<file path="src/id_consts.svh">
`ifndef ID_CONSTS_SVH
`define ID_CONSTS_SVH

// Datapath widths
`define ID_DATA_W   24
`define ID_ADDR_W   24

// Opcode field and its place in the instruction word
`define ID_OPC_W    8
`define ID_OPC_HI   23
`define ID_OPC_LO   16

// Condition code and register index widths
`define ID_CC_W     4
`define ID_GP_W     4
`define ID_SR_W     2

// Immediate widths, all taken from bit 0 upwards
`define ID_IMM12_W  12
`define ID_IMM14_W  14
`define ID_IMM16_W  16

`endif

</file>
<file path="src/id_pkg.sv">
`default_nettype none

`include "id_consts.svh"

package id_pkg;

    // Opcode map, the upper nibble is the class
    typedef enum logic [`ID_OPC_W-1:0] {
        // Class 0, unsigned register forms
        MOVur   = 8'h00,
        ADDur   = 8'h01,
        SUBur   = 8'h02,
        NOTur   = 8'h03,
        ANDur   = 8'h04,
        ORur    = 8'h05,
        XORur   = 8'h06,
        SHLur   = 8'h07,
        SHRur   = 8'h08,
        ROLur   = 8'h09,
        RORur   = 8'h0A,
        CMPur   = 8'h0B,
        TSTur   = 8'h0C,
        MCCur   = 8'h0D,
        // Class 1, unsigned immediate forms
        MOVui   = 8'h10,
        ADDui   = 8'h11,
        SUBui   = 8'h12,
        ANDui   = 8'h13,
        ORui    = 8'h14,
        XORui   = 8'h15,
        SHLui   = 8'h16,
        SHRui   = 8'h17,
        ROLui   = 8'h18,
        RORui   = 8'h19,
        CMPui   = 8'h1A,
        LUIui   = 8'h1B,
        // Class 2, signed register forms
        ADDsr   = 8'h20,
        SUBsr   = 8'h21,
        SHRsr   = 8'h22,
        NEGsr   = 8'h23,
        CMPsr   = 8'h24,
        TSTsr   = 8'h25,
        // Class 3, signed immediate forms
        MOVsi   = 8'h30,
        ADDsi   = 8'h31,
        SUBsi   = 8'h32,
        SHRsi   = 8'h33,
        CMPsi   = 8'h34,
        MCCsi   = 8'h35,
        // Class 4, branches
        JCCui   = 8'h40,
        BCCsr   = 8'h41,
        BCCso   = 8'h42,
        BALso   = 8'h43,
        // Class 5, special registers
        SRMOVur = 8'h50,
        SRADDsi = 8'h51,
        SRSUBsi = 8'h52,
        SRLDso  = 8'h53,
        SRSTso  = 8'h54,
        // Class 6, system
        SYSCALL = 8'h60,
        KRET    = 8'h61
    } opc_e;

    // Fixed SR indices
    localparam logic [`ID_SR_W-1:0] SR_IDX_FL = 2'd2;
    localparam logic [`ID_SR_W-1:0] SR_IDX_LR = 2'd3;

    // Control bundle from the classifier
    typedef struct packed {
        logic [`ID_OPC_W-1:0] opc;
        logic                 sgn_en;
        logic                 imm_en;
        logic                 has_src_gp;
        logic                 tgt_gp_we;
        logic                 has_src_sr;
        logic                 tgt_sr_we;
    } id_ctrl_t;

    // Extracted operand fields
    typedef struct packed {
        logic [`ID_IMM12_W-1:0] imm12;
        logic [`ID_IMM14_W-1:0] imm14;
        logic [`ID_IMM16_W-1:0] imm16;
        logic [`ID_CC_W-1:0]    cc;
        logic [`ID_GP_W-1:0]    src_gp;
        logic [`ID_GP_W-1:0]    tgt_gp;
        logic [`ID_SR_W-1:0]    src_sr;
        logic [`ID_SR_W-1:0]    tgt_sr;
    } id_field_t;

    // Raw values carried alongside the decode
    typedef struct packed {
        logic [`ID_ADDR_W-1:0] pc;
        logic [`ID_DATA_W-1:0] instr;
    } id_pass_t;

endpackage

`default_nettype wire

</file>
<file path="src/id_classify.sv">
`timescale 1ns/100ps
`default_nettype none

`include "id_consts.svh"

module id_classify (
    input  wire logic [`ID_DATA_W-1:0] instr,
    output id_pkg::id_ctrl_t           ctrl,
    output logic                       has_tgt_gp,
    output logic                       has_tgt_sr,
    output logic                       uses_flags
);

    id_pkg::opc_e opc;

    // Per-opcode decode terms
    logic sgn;
    logic imm;
    logic flags;
    logic gp_we;
    logic gp_tgt_only;
    logic gp_src;
    logic sr_src;
    logic sr_we;
    logic sr_tgt_only;

    assign opc = id_pkg::opc_e'(instr[`ID_OPC_HI:`ID_OPC_LO]);

    always_comb begin
        sgn         = 1'b0;
        imm         = 1'b0;
        flags       = 1'b0;
        gp_we       = 1'b0;
        gp_tgt_only = 1'b0;
        gp_src      = 1'b0;
        sr_src      = 1'b0;
        sr_we       = 1'b0;
        sr_tgt_only = 1'b0;
        case (opc)
            // Two-operand unsigned ALU ops read DRs and write DRt
            id_pkg::MOVur, id_pkg::ADDur, id_pkg::SUBur, id_pkg::ANDur,
            id_pkg::ORur, id_pkg::XORur, id_pkg::SHLur, id_pkg::SHRur,
            id_pkg::ROLur, id_pkg::RORur: begin
                gp_we  = 1'b1;
                gp_src = 1'b1;
            end
            id_pkg::NOTur: gp_we = 1'b1;
            id_pkg::CMPur: begin
                gp_tgt_only = 1'b1;
                gp_src      = 1'b1;
            end
            id_pkg::TSTur: gp_tgt_only = 1'b1;
            // Conditional move reads the flags register implicitly
            id_pkg::MCCur: begin
                gp_we  = 1'b1;
                gp_src = 1'b1;
                flags  = 1'b1;
            end
            id_pkg::MOVui, id_pkg::ADDui, id_pkg::SUBui, id_pkg::ANDui,
            id_pkg::ORui, id_pkg::XORui, id_pkg::SHLui, id_pkg::SHRui,
            id_pkg::ROLui, id_pkg::RORui, id_pkg::LUIui: begin
                imm   = 1'b1;
                gp_we = 1'b1;
            end
            id_pkg::CMPui: begin
                imm         = 1'b1;
                gp_tgt_only = 1'b1;
            end
            id_pkg::ADDsr, id_pkg::SUBsr, id_pkg::SHRsr: begin
                sgn    = 1'b1;
                gp_we  = 1'b1;
                gp_src = 1'b1;
            end
            id_pkg::NEGsr: begin
                sgn   = 1'b1;
                gp_we = 1'b1;
            end
            id_pkg::CMPsr: begin
                sgn         = 1'b1;
                gp_tgt_only = 1'b1;
                gp_src      = 1'b1;
            end
            id_pkg::TSTsr: begin
                sgn         = 1'b1;
                gp_tgt_only = 1'b1;
            end
            id_pkg::MOVsi, id_pkg::ADDsi, id_pkg::SUBsi, id_pkg::SHRsi: begin
                sgn   = 1'b1;
                imm   = 1'b1;
                gp_we = 1'b1;
            end
            id_pkg::CMPsi: begin
                sgn = 1'b1;
                imm = 1'b1;
            end
            id_pkg::MCCsi: begin
                sgn   = 1'b1;
                imm   = 1'b1;
                gp_we = 1'b1;
                flags = 1'b1;
            end
            // All branches test the flags
            id_pkg::JCCui: begin
                imm   = 1'b1;
                flags = 1'b1;
            end
            // BCCsr takes its signed offset from DRt
            id_pkg::BCCsr: begin
                sgn         = 1'b1;
                flags       = 1'b1;
                gp_tgt_only = 1'b1;
            end
            id_pkg::BCCso, id_pkg::BALso: begin
                sgn   = 1'b1;
                imm   = 1'b1;
                flags = 1'b1;
            end
            id_pkg::SRMOVur: begin
                sr_src = 1'b1;
                sr_we  = 1'b1;
            end
            id_pkg::SRADDsi, id_pkg::SRSUBsi: begin
                sgn   = 1'b1;
                imm   = 1'b1;
                sr_we = 1'b1;
            end
            id_pkg::SRLDso: begin
                sgn    = 1'b1;
                imm    = 1'b1;
                sr_src = 1'b1;
                sr_we  = 1'b1;
            end
            // Store names the base SR as target but does not write it
            id_pkg::SRSTso: begin
                sgn         = 1'b1;
                imm         = 1'b1;
                sr_src      = 1'b1;
                sr_tgt_only = 1'b1;
            end
            // SYSCALL saves the return address into LR
            id_pkg::SYSCALL: begin
                imm   = 1'b1;
                sr_we = 1'b1;
            end
            default: begin
            end
        endcase
    end

    assign uses_flags = flags;
    assign has_tgt_gp = gp_we | gp_tgt_only;
    assign has_tgt_sr = sr_we | sr_tgt_only;

    assign ctrl = '{
        opc:        opc,
        sgn_en:     sgn,
        imm_en:     imm,
        has_src_gp: gp_src,
        tgt_gp_we:  gp_we,
        has_src_sr: sr_src | flags,
        tgt_sr_we:  sr_we
    };

endmodule

`default_nettype wire

</file>
<file path="src/id_fields.sv">
`timescale 1ns/100ps
`default_nettype none

`include "id_consts.svh"

module id_fields (
    input  wire logic [`ID_DATA_W-1:0] instr,
    input  wire logic                  has_tgt_gp,
    input  wire logic                  has_tgt_sr,
    input  wire logic                  uses_flags,
    output id_pkg::id_field_t          fields
);

    id_pkg::opc_e opc;

    logic [`ID_IMM12_W-1:0] imm12;
    logic [`ID_IMM14_W-1:0] imm14;
    logic [`ID_IMM16_W-1:0] imm16;
    logic [`ID_CC_W-1:0]    cc;
    logic [`ID_GP_W-1:0]    tgt_gp;
    logic [`ID_SR_W-1:0]    src_sr;
    logic [`ID_SR_W-1:0]    tgt_sr;

    assign opc = id_pkg::opc_e'(instr[`ID_OPC_HI:`ID_OPC_LO]);

    // Immediate selection, unused widths stay zero
    always_comb begin
        imm12 = '0;
        imm14 = '0;
        imm16 = '0;
        case (opc)
            id_pkg::MOVui, id_pkg::ADDui, id_pkg::SUBui, id_pkg::ANDui,
            id_pkg::ORui, id_pkg::XORui, id_pkg::SHLui, id_pkg::SHRui,
            id_pkg::ROLui, id_pkg::RORui, id_pkg::CMPui, id_pkg::LUIui,
            id_pkg::MOVsi, id_pkg::ADDsi, id_pkg::SUBsi, id_pkg::SHRsi,
            id_pkg::CMPsi, id_pkg::MCCsi,
            id_pkg::JCCui, id_pkg::BCCso,
            id_pkg::SRLDso, id_pkg::SRSTso, id_pkg::SYSCALL: begin
                imm12 = instr[`ID_IMM12_W-1:0];
            end
            id_pkg::SRADDsi, id_pkg::SRSUBsi: begin
                imm14 = instr[`ID_IMM14_W-1:0];
            end
            id_pkg::BALso: begin
                imm16 = instr[`ID_IMM16_W-1:0];
            end
            default: begin
            end
        endcase
    end

    // Condition code position depends on the encoding
    always_comb begin
        case (opc)
            id_pkg::JCCui, id_pkg::BCCso: cc = instr[15:12];
            id_pkg::BCCsr, id_pkg::MCCsi: cc = instr[11:8];
            id_pkg::MCCur:                cc = instr[7:4];
            default:                      cc = '0;
        endcase
    end

    assign tgt_gp = has_tgt_gp ? instr[15:12] : '0;

    // Flag consumers always read SR[FL]
    assign src_sr = uses_flags ? id_pkg::SR_IDX_FL : instr[13:12];

    // SYSCALL and KRET work on LR whatever the encoding says
    always_comb begin
        if ((opc == id_pkg::SYSCALL) || (opc == id_pkg::KRET)) begin
            tgt_sr = id_pkg::SR_IDX_LR;
        end else if (has_tgt_sr) begin
            tgt_sr = instr[15:14];
        end else begin
            tgt_sr = '0;
        end
    end

    assign fields = '{
        imm12:  imm12,
        imm14:  imm14,
        imm16:  imm16,
        cc:     cc,
        src_gp: instr[11:8],
        tgt_gp: tgt_gp,
        src_sr: src_sr,
        tgt_sr: tgt_sr
    };

endmodule

`default_nettype wire

</file>
<file path="src/id_stage_reg.sv">
`timescale 1ns/100ps
`default_nettype none

module id_stage_reg #(
    parameter type payload_t = logic [7:0]
) (
    input  wire logic     iw_clk,
    input  wire logic     iw_rst,
    input  wire logic     flush,
    input  wire logic     stall,
    input  wire payload_t d,
    output payload_t      q
);

    // Flush beats stall and leaves an all-zero bubble
    always_ff @(posedge iw_clk or posedge iw_rst) begin
        if (iw_rst) begin
            q <= '0;
        end else if (flush) begin
            q <= '0;
        end else if (!stall) begin
            q <= d;
        end
    end

endmodule

`default_nettype wire

</file>
<file path="src/stg_id.sv">
`timescale 1ns/100ps
`default_nettype none

`include "id_consts.svh"

module stg_id (
    input  wire logic                   iw_clk,
    input  wire logic                   iw_rst,
    input  wire logic [`ID_ADDR_W-1:0]  pc,
    input  wire logic [`ID_DATA_W-1:0]  instr,
    input  wire logic                   flush,
    input  wire logic                   stall,
    output logic      [`ID_ADDR_W-1:0]  pc_q,
    output logic      [`ID_DATA_W-1:0]  instr_q,
    output logic      [`ID_OPC_W-1:0]   opc,
    output logic                        sgn_en,
    output logic                        imm_en,
    output logic      [`ID_IMM12_W-1:0] imm12_val,
    output logic      [`ID_IMM14_W-1:0] imm14_val,
    output logic      [`ID_IMM16_W-1:0] imm16_val,
    output logic      [`ID_CC_W-1:0]    cc,
    output logic                        has_src_gp,
    output logic      [`ID_GP_W-1:0]    src_gp,
    output logic      [`ID_GP_W-1:0]    tgt_gp,
    output logic                        tgt_gp_we,
    output logic                        has_src_sr,
    output logic      [`ID_SR_W-1:0]    src_sr,
    output logic      [`ID_SR_W-1:0]    tgt_sr,
    output logic                        tgt_sr_we
);

    id_pkg::id_ctrl_t  ctrl_d;
    id_pkg::id_ctrl_t  ctrl_q;
    id_pkg::id_field_t field_d;
    id_pkg::id_field_t field_q;
    id_pkg::id_pass_t  pass_d;
    id_pkg::id_pass_t  pass_q;

    // Classifier results shared with field extraction
    logic has_tgt_gp;
    logic has_tgt_sr;
    logic uses_flags;

    id_classify u_classify (
        .instr      (instr),
        .ctrl       (ctrl_d),
        .has_tgt_gp (has_tgt_gp),
        .has_tgt_sr (has_tgt_sr),
        .uses_flags (uses_flags)
    );

    id_fields u_fields (
        .instr      (instr),
        .has_tgt_gp (has_tgt_gp),
        .has_tgt_sr (has_tgt_sr),
        .uses_flags (uses_flags),
        .fields     (field_d)
    );

    assign pass_d = '{pc: pc, instr: instr};

    // Same flush and stall policy for all three bundles
    id_stage_reg #(.payload_t(id_pkg::id_ctrl_t)) u_ctrl_reg (
        .iw_clk (iw_clk),
        .iw_rst (iw_rst),
        .flush  (flush),
        .stall  (stall),
        .d      (ctrl_d),
        .q      (ctrl_q)
    );

    id_stage_reg #(.payload_t(id_pkg::id_field_t)) u_field_reg (
        .iw_clk (iw_clk),
        .iw_rst (iw_rst),
        .flush  (flush),
        .stall  (stall),
        .d      (field_d),
        .q      (field_q)
    );

    id_stage_reg #(.payload_t(id_pkg::id_pass_t)) u_pass_reg (
        .iw_clk (iw_clk),
        .iw_rst (iw_rst),
        .flush  (flush),
        .stall  (stall),
        .d      (pass_d),
        .q      (pass_q)
    );

    assign pc_q       = pass_q.pc;
    assign instr_q    = pass_q.instr;
    assign opc        = ctrl_q.opc;
    assign sgn_en     = ctrl_q.sgn_en;
    assign imm_en     = ctrl_q.imm_en;
    assign has_src_gp = ctrl_q.has_src_gp;
    assign tgt_gp_we  = ctrl_q.tgt_gp_we;
    assign has_src_sr = ctrl_q.has_src_sr;
    assign tgt_sr_we  = ctrl_q.tgt_sr_we;
    assign imm12_val  = field_q.imm12;
    assign imm14_val  = field_q.imm14;
    assign imm16_val  = field_q.imm16;
    assign cc         = field_q.cc;
    assign src_gp     = field_q.src_gp;
    assign tgt_gp     = field_q.tgt_gp;
    assign src_sr     = field_q.src_sr;
    assign tgt_sr     = field_q.tgt_sr;

endmodule

`default_nettype wire

</file>
<file path="config.mk">
export PLATFORM = sky130hd
export DESIGN_NAME = stg_id
export DESIGN_NICKNAME = d
export VERILOG_FILES = /design/src/id_pkg.sv /design/src/id_classify.sv /design/src/id_fields.sv /design/src/id_stage_reg.sv /design/src/stg_id.sv
export VERILOG_INCLUDE_DIRS = /design/src /design/src/src
export SDC_FILE = /design/constraint.sdc
export NUM_CORES = 1
export LEC_CHECK = 0
export ABC_CLOCK_PERIOD_IN_PS = 9300
export BUFFER_PORTS_ARGS = -buffer_cell sky130_fd_sc_hd__buf_4
export CORE_MARGIN = 4
export CORE_UTILIZATION = 40
export DETAILED_ROUTE_END_ITERATION = 16
export GPL_TIMING_DRIVEN = 0
export PLACE_DENSITY = 0.66
export REMOVE_ABC_BUFFERS = 1
export SLEW_MARGIN = 40
export SYNTH_ARGS = -nofsm -noshare
export SYNTH_HDL_FRONTEND = slang
export SYNTH_SLANG_ARGS = --single-unit
export TNS_END_PERCENT = 30
</file>
<file path="constraint.sdc">
create_clock -name iw_clk -period 9.3 [get_ports iw_clk]
set_clock_uncertainty 0.15 [all_clocks]
set_input_delay 0.465 -clock iw_clk [delete_from_list [all_inputs] [get_ports iw_clk]]
set_output_delay 0.465 -clock iw_clk [all_outputs]
set_load 0.01 [all_outputs]
</file>
==> summary.md <==
| Metric | Value |
|---|---|
| Status | `completed` |
| Critical Path AT | `2.39 ns` |
| Slowest CP cell | `or4b_4` |
| CP Cell Sequence | `buf_4, or4b_4, or3_1, o22ai_2, a211oi_4, buf_4, o21ai_0` |
| Clock transition at path regs | `0.07 ns` |
| Commonest non-fill, non-tap cell in the layout | `buf_4` |
| Final Routed Wirelength | `13.7 mm` |
| Final Critical Period | `2.27 ns` |
| Via density | `5.30` |
| Cell family with most CP delay | `simple AND/OR/NAND/NOR gates` |
| Height of the die | `120 µm` |
| Asr flop ratio synth | `100%` |
| Net Sw Frac | `26.1%` |
| Vias | `4263` |
| RePlAce Congestion | `0.855` |
| Net count of the finished layout | `683` |
| Psw | `270 µW` |
| Setup Viol. Count Final | `0` |
| Buf+Inv Stages, Crit Path | `2` |
| Crit Path Class | `input port to flop` |
| Comb pwr share | `13.8%` |
| Max incr delay on CP | `0.54 ns` |
| Root Buffer | `clkbuf_16` |
| Final antenna diode count | `0` |
| Crit path capture type | `flop` |
| Yosys cell types | `55` |
| Initial drt markers | `311` |
| Pleak | `3.22 nW` |
| Pin count of the biggest net entering global routing | `115` |
| Slew margin rel. | `46.4%` |
| I/O pin count | `172` |
| Worst Tran Pin Value | `0.803 ns` |
| Crit share post-route | `24.4%` |
| Clock power share | `38.5%` |
| Post-route setup TNS | `0 ns` |
| HP Class | `input port to async pin` |
| TritonCTS Buffers | `9` |
| Fmax | `441 MHz` |
| Post-Synthesis Cell Area | `5040 µm²` |
| Initial Util | `41.4%` |
| Core ar. | `12200 µm²` |
| Detail Route Antenna Nets | `0` |
| CTS HTree Levels | `3` |
| Fraction of layout instances using a drive strength above 1 | `34.0%` |
| Gates resized, CTS repair | `0` |
| RSZ-0062 raised after global routing | `false` |
| DRC | `0` |
| Postcts setup bufs | `0` |
| Crit path max fanout | `16` |
| Int Pwr | `766 µW` |
| CTS tree | `done` |
| Flop pwr share | `47.7%` |
| Max Root-Sink Buffers | `2` |
| FF+latch count, synth | `108` |
| Top_reg_cell synth | `dfrtp_1` |
| Yosys warning total | `0` |
| Most frequent cells in the layout | `buf_4, dfrtp_1, nor2_1` |
| Number of flops mapped to enable cells by yosys | `0` |
| Startpoint types | `input port` |
| Detailed Routing Iterations Pass 1 | `5` |
| Slew Viols, Final | `0` |
| Syn Area/Cell | `10.1 µm²` |
| Wirelength per Cell | `17.1 µm` |
| Hpwl dp | `9.34 mm` |
| I/O Buffers | `171` |
| Clock sink count | `108` |
| Initial antenna violation count | `0` |
| Maximum ir drop on the vdd rail | `67.2 µV` |
| Most Frequent Cell on Critical Path | `buf_4` |
| Worst hold margin | `0.00246 ns` |
| Post-synthesis sequential area ratio | `53.7%` |
| P&R area growth vs syn | `31.9%` |
| Residual overflow from global routing | `0` |
| Final Hold Vio Count | `0` |
| Die W | `120 µm` |
| Die area | `14400 µm²` |
| First-pass GRT wire length | `22.4 mm` |
| Vias in the first global route | `4275` |
| Std-Cell Rows | `40` |
| Fillers | `1116` |
| Max_cap viols | `0` |
| Pwr dens | `156 nW/µm²` |
| GRT Total Usage | `19.3%` |
| Worst EP required | `9.42 ns` |
| Clock latency on the worst-skew pair | `0.34 ns` |
| CTS Hold Bufs | `0` |
| Synth Instances | `500` |
[cells in the mapped netlist, types with 3 or more instances]
cell type / count / area [µm²]
dfrtp_1: 108 / 2700
nor2_1: 87 / 327
nand2_1: 35 / 131
mux2i_1: 32 / 320
a22oi_1: 31 / 233
clkbuf_1: 29 / 109
nor2b_1: 27 / 169
a21oi_1: 23 / 115
buf_4: 13 / 97.6
nor3_1: 11 / 55.1
o21ai_2: 10 / 87.6
o21ai_0: 9 / 45.0
buf_1: 5 / 18.8
buf_2: 5 / 25.0
inv_1: 5 / 18.8
a222oi_1: 4 / 40.0
a31oi_1: 4 / 25.0
a32o_1: 4 / 40.0
nand2b_1: 3 / 18.8
nand3b_1: 3 / 22.5
nor4_1: 3 / 18.8
o21ai_1: 3 / 15.0
o22ai_1: 3 / 18.8
or3_1: 3 / 18.8
[routing by layer]
layer / up-vias / track usage, % / routed length (µm)
met5: - / 0 / 0
met4: 0 / 6.59 / 262
met3: 20 / 4.16 / 1010
met2: 159 / 30.5 / 6480
met1: 2080 / 26.3 / 6000
li1: 2004 / - / -
[through the flow]
stage,cells,instance area [µm²],util (%),power [mW],setup slack [ns]
5_1_grt,804,6640,54.6,1.08,6.95
6_report,804,6640,54.6,1.04,7.03
3_3_place_gp,786,6270,51.5,0.643,4.59
3_5_place_dp,788,6330,52.1,0.649,6.68
2_1_floorplan,447,4770,-,0.561,5.84
4_1_cts,804,6640,54.6,1.05,7.05
[worst reg2reg max path: stages (launching register included)]
cell	delay (ns)
dfrtp_1	0.39
a22oi_1	0.20
nor2_1	0.06
[state kept, by name, indices dropped and copies added, names as in the netlist]
register / cells
u_ctrl_reg.q: 6
u_field_reg.q: 57
u_pass_reg.q: 45
[final cells by class]
| type | instances | area, µm² | area share, % |
|---|---|---|---|
| Sequential cell | 108 | 2700 | 40.7 |
| Clock buffer | 10 | 239 | 3.60 |
| Tap cell | 168 | 210 | 3.16 |
| Inverter | 5 | 26.3 | 0.396 |
| Clock inverter | 6 | 71.3 | 1.07 |
| Multi-Input combinational cell | 334 | 2070 | 31.2 |
| Timing Repair Buffer | 173 | 1320 | 19.9 |
[cell families after synthesis]
logic type,synth area share [%]
DFF,53.7
and+or+nand+nor,17.7
xor gates and xnor gates,0.348
adders and majority gates,0.199
buffers and inverters,5.57
muxes,6.81
AOI/OAI and AO/OA,15.7
[final timing paths]
kind	start	endpoint	slack, ns	cells after the start
max reg2reg	u_field_reg.q[18]	u_field_reg.q[18]	8.36	2
max	instr[21]	u_field_reg.q[51]	7.03	7
min reg2reg	u_field_reg.q[50]	u_field_reg.q[50]	0.35	2
min	iw_rst	u_pass_reg.q[35]	0.002	2
min in group iw_clk	pc[17]	u_pass_reg.q[41]	0.21	3
max in group asynchronous	iw_rst	u_pass_reg.q[11]	8.41	3
[power by group through the flow]
stage	combinational, mW	clock [mW]	sequential, mW
after floorplan	0.0491	0	0.512
after global placement	0.139	0	0.504
after detailed placement	0.145	0	0.504
after CTS	0.145	0.412	0.495
after global routing	0.157	0.429	0.497
final	0.143	0.399	0.495
(Power assumes the default switching activity.)
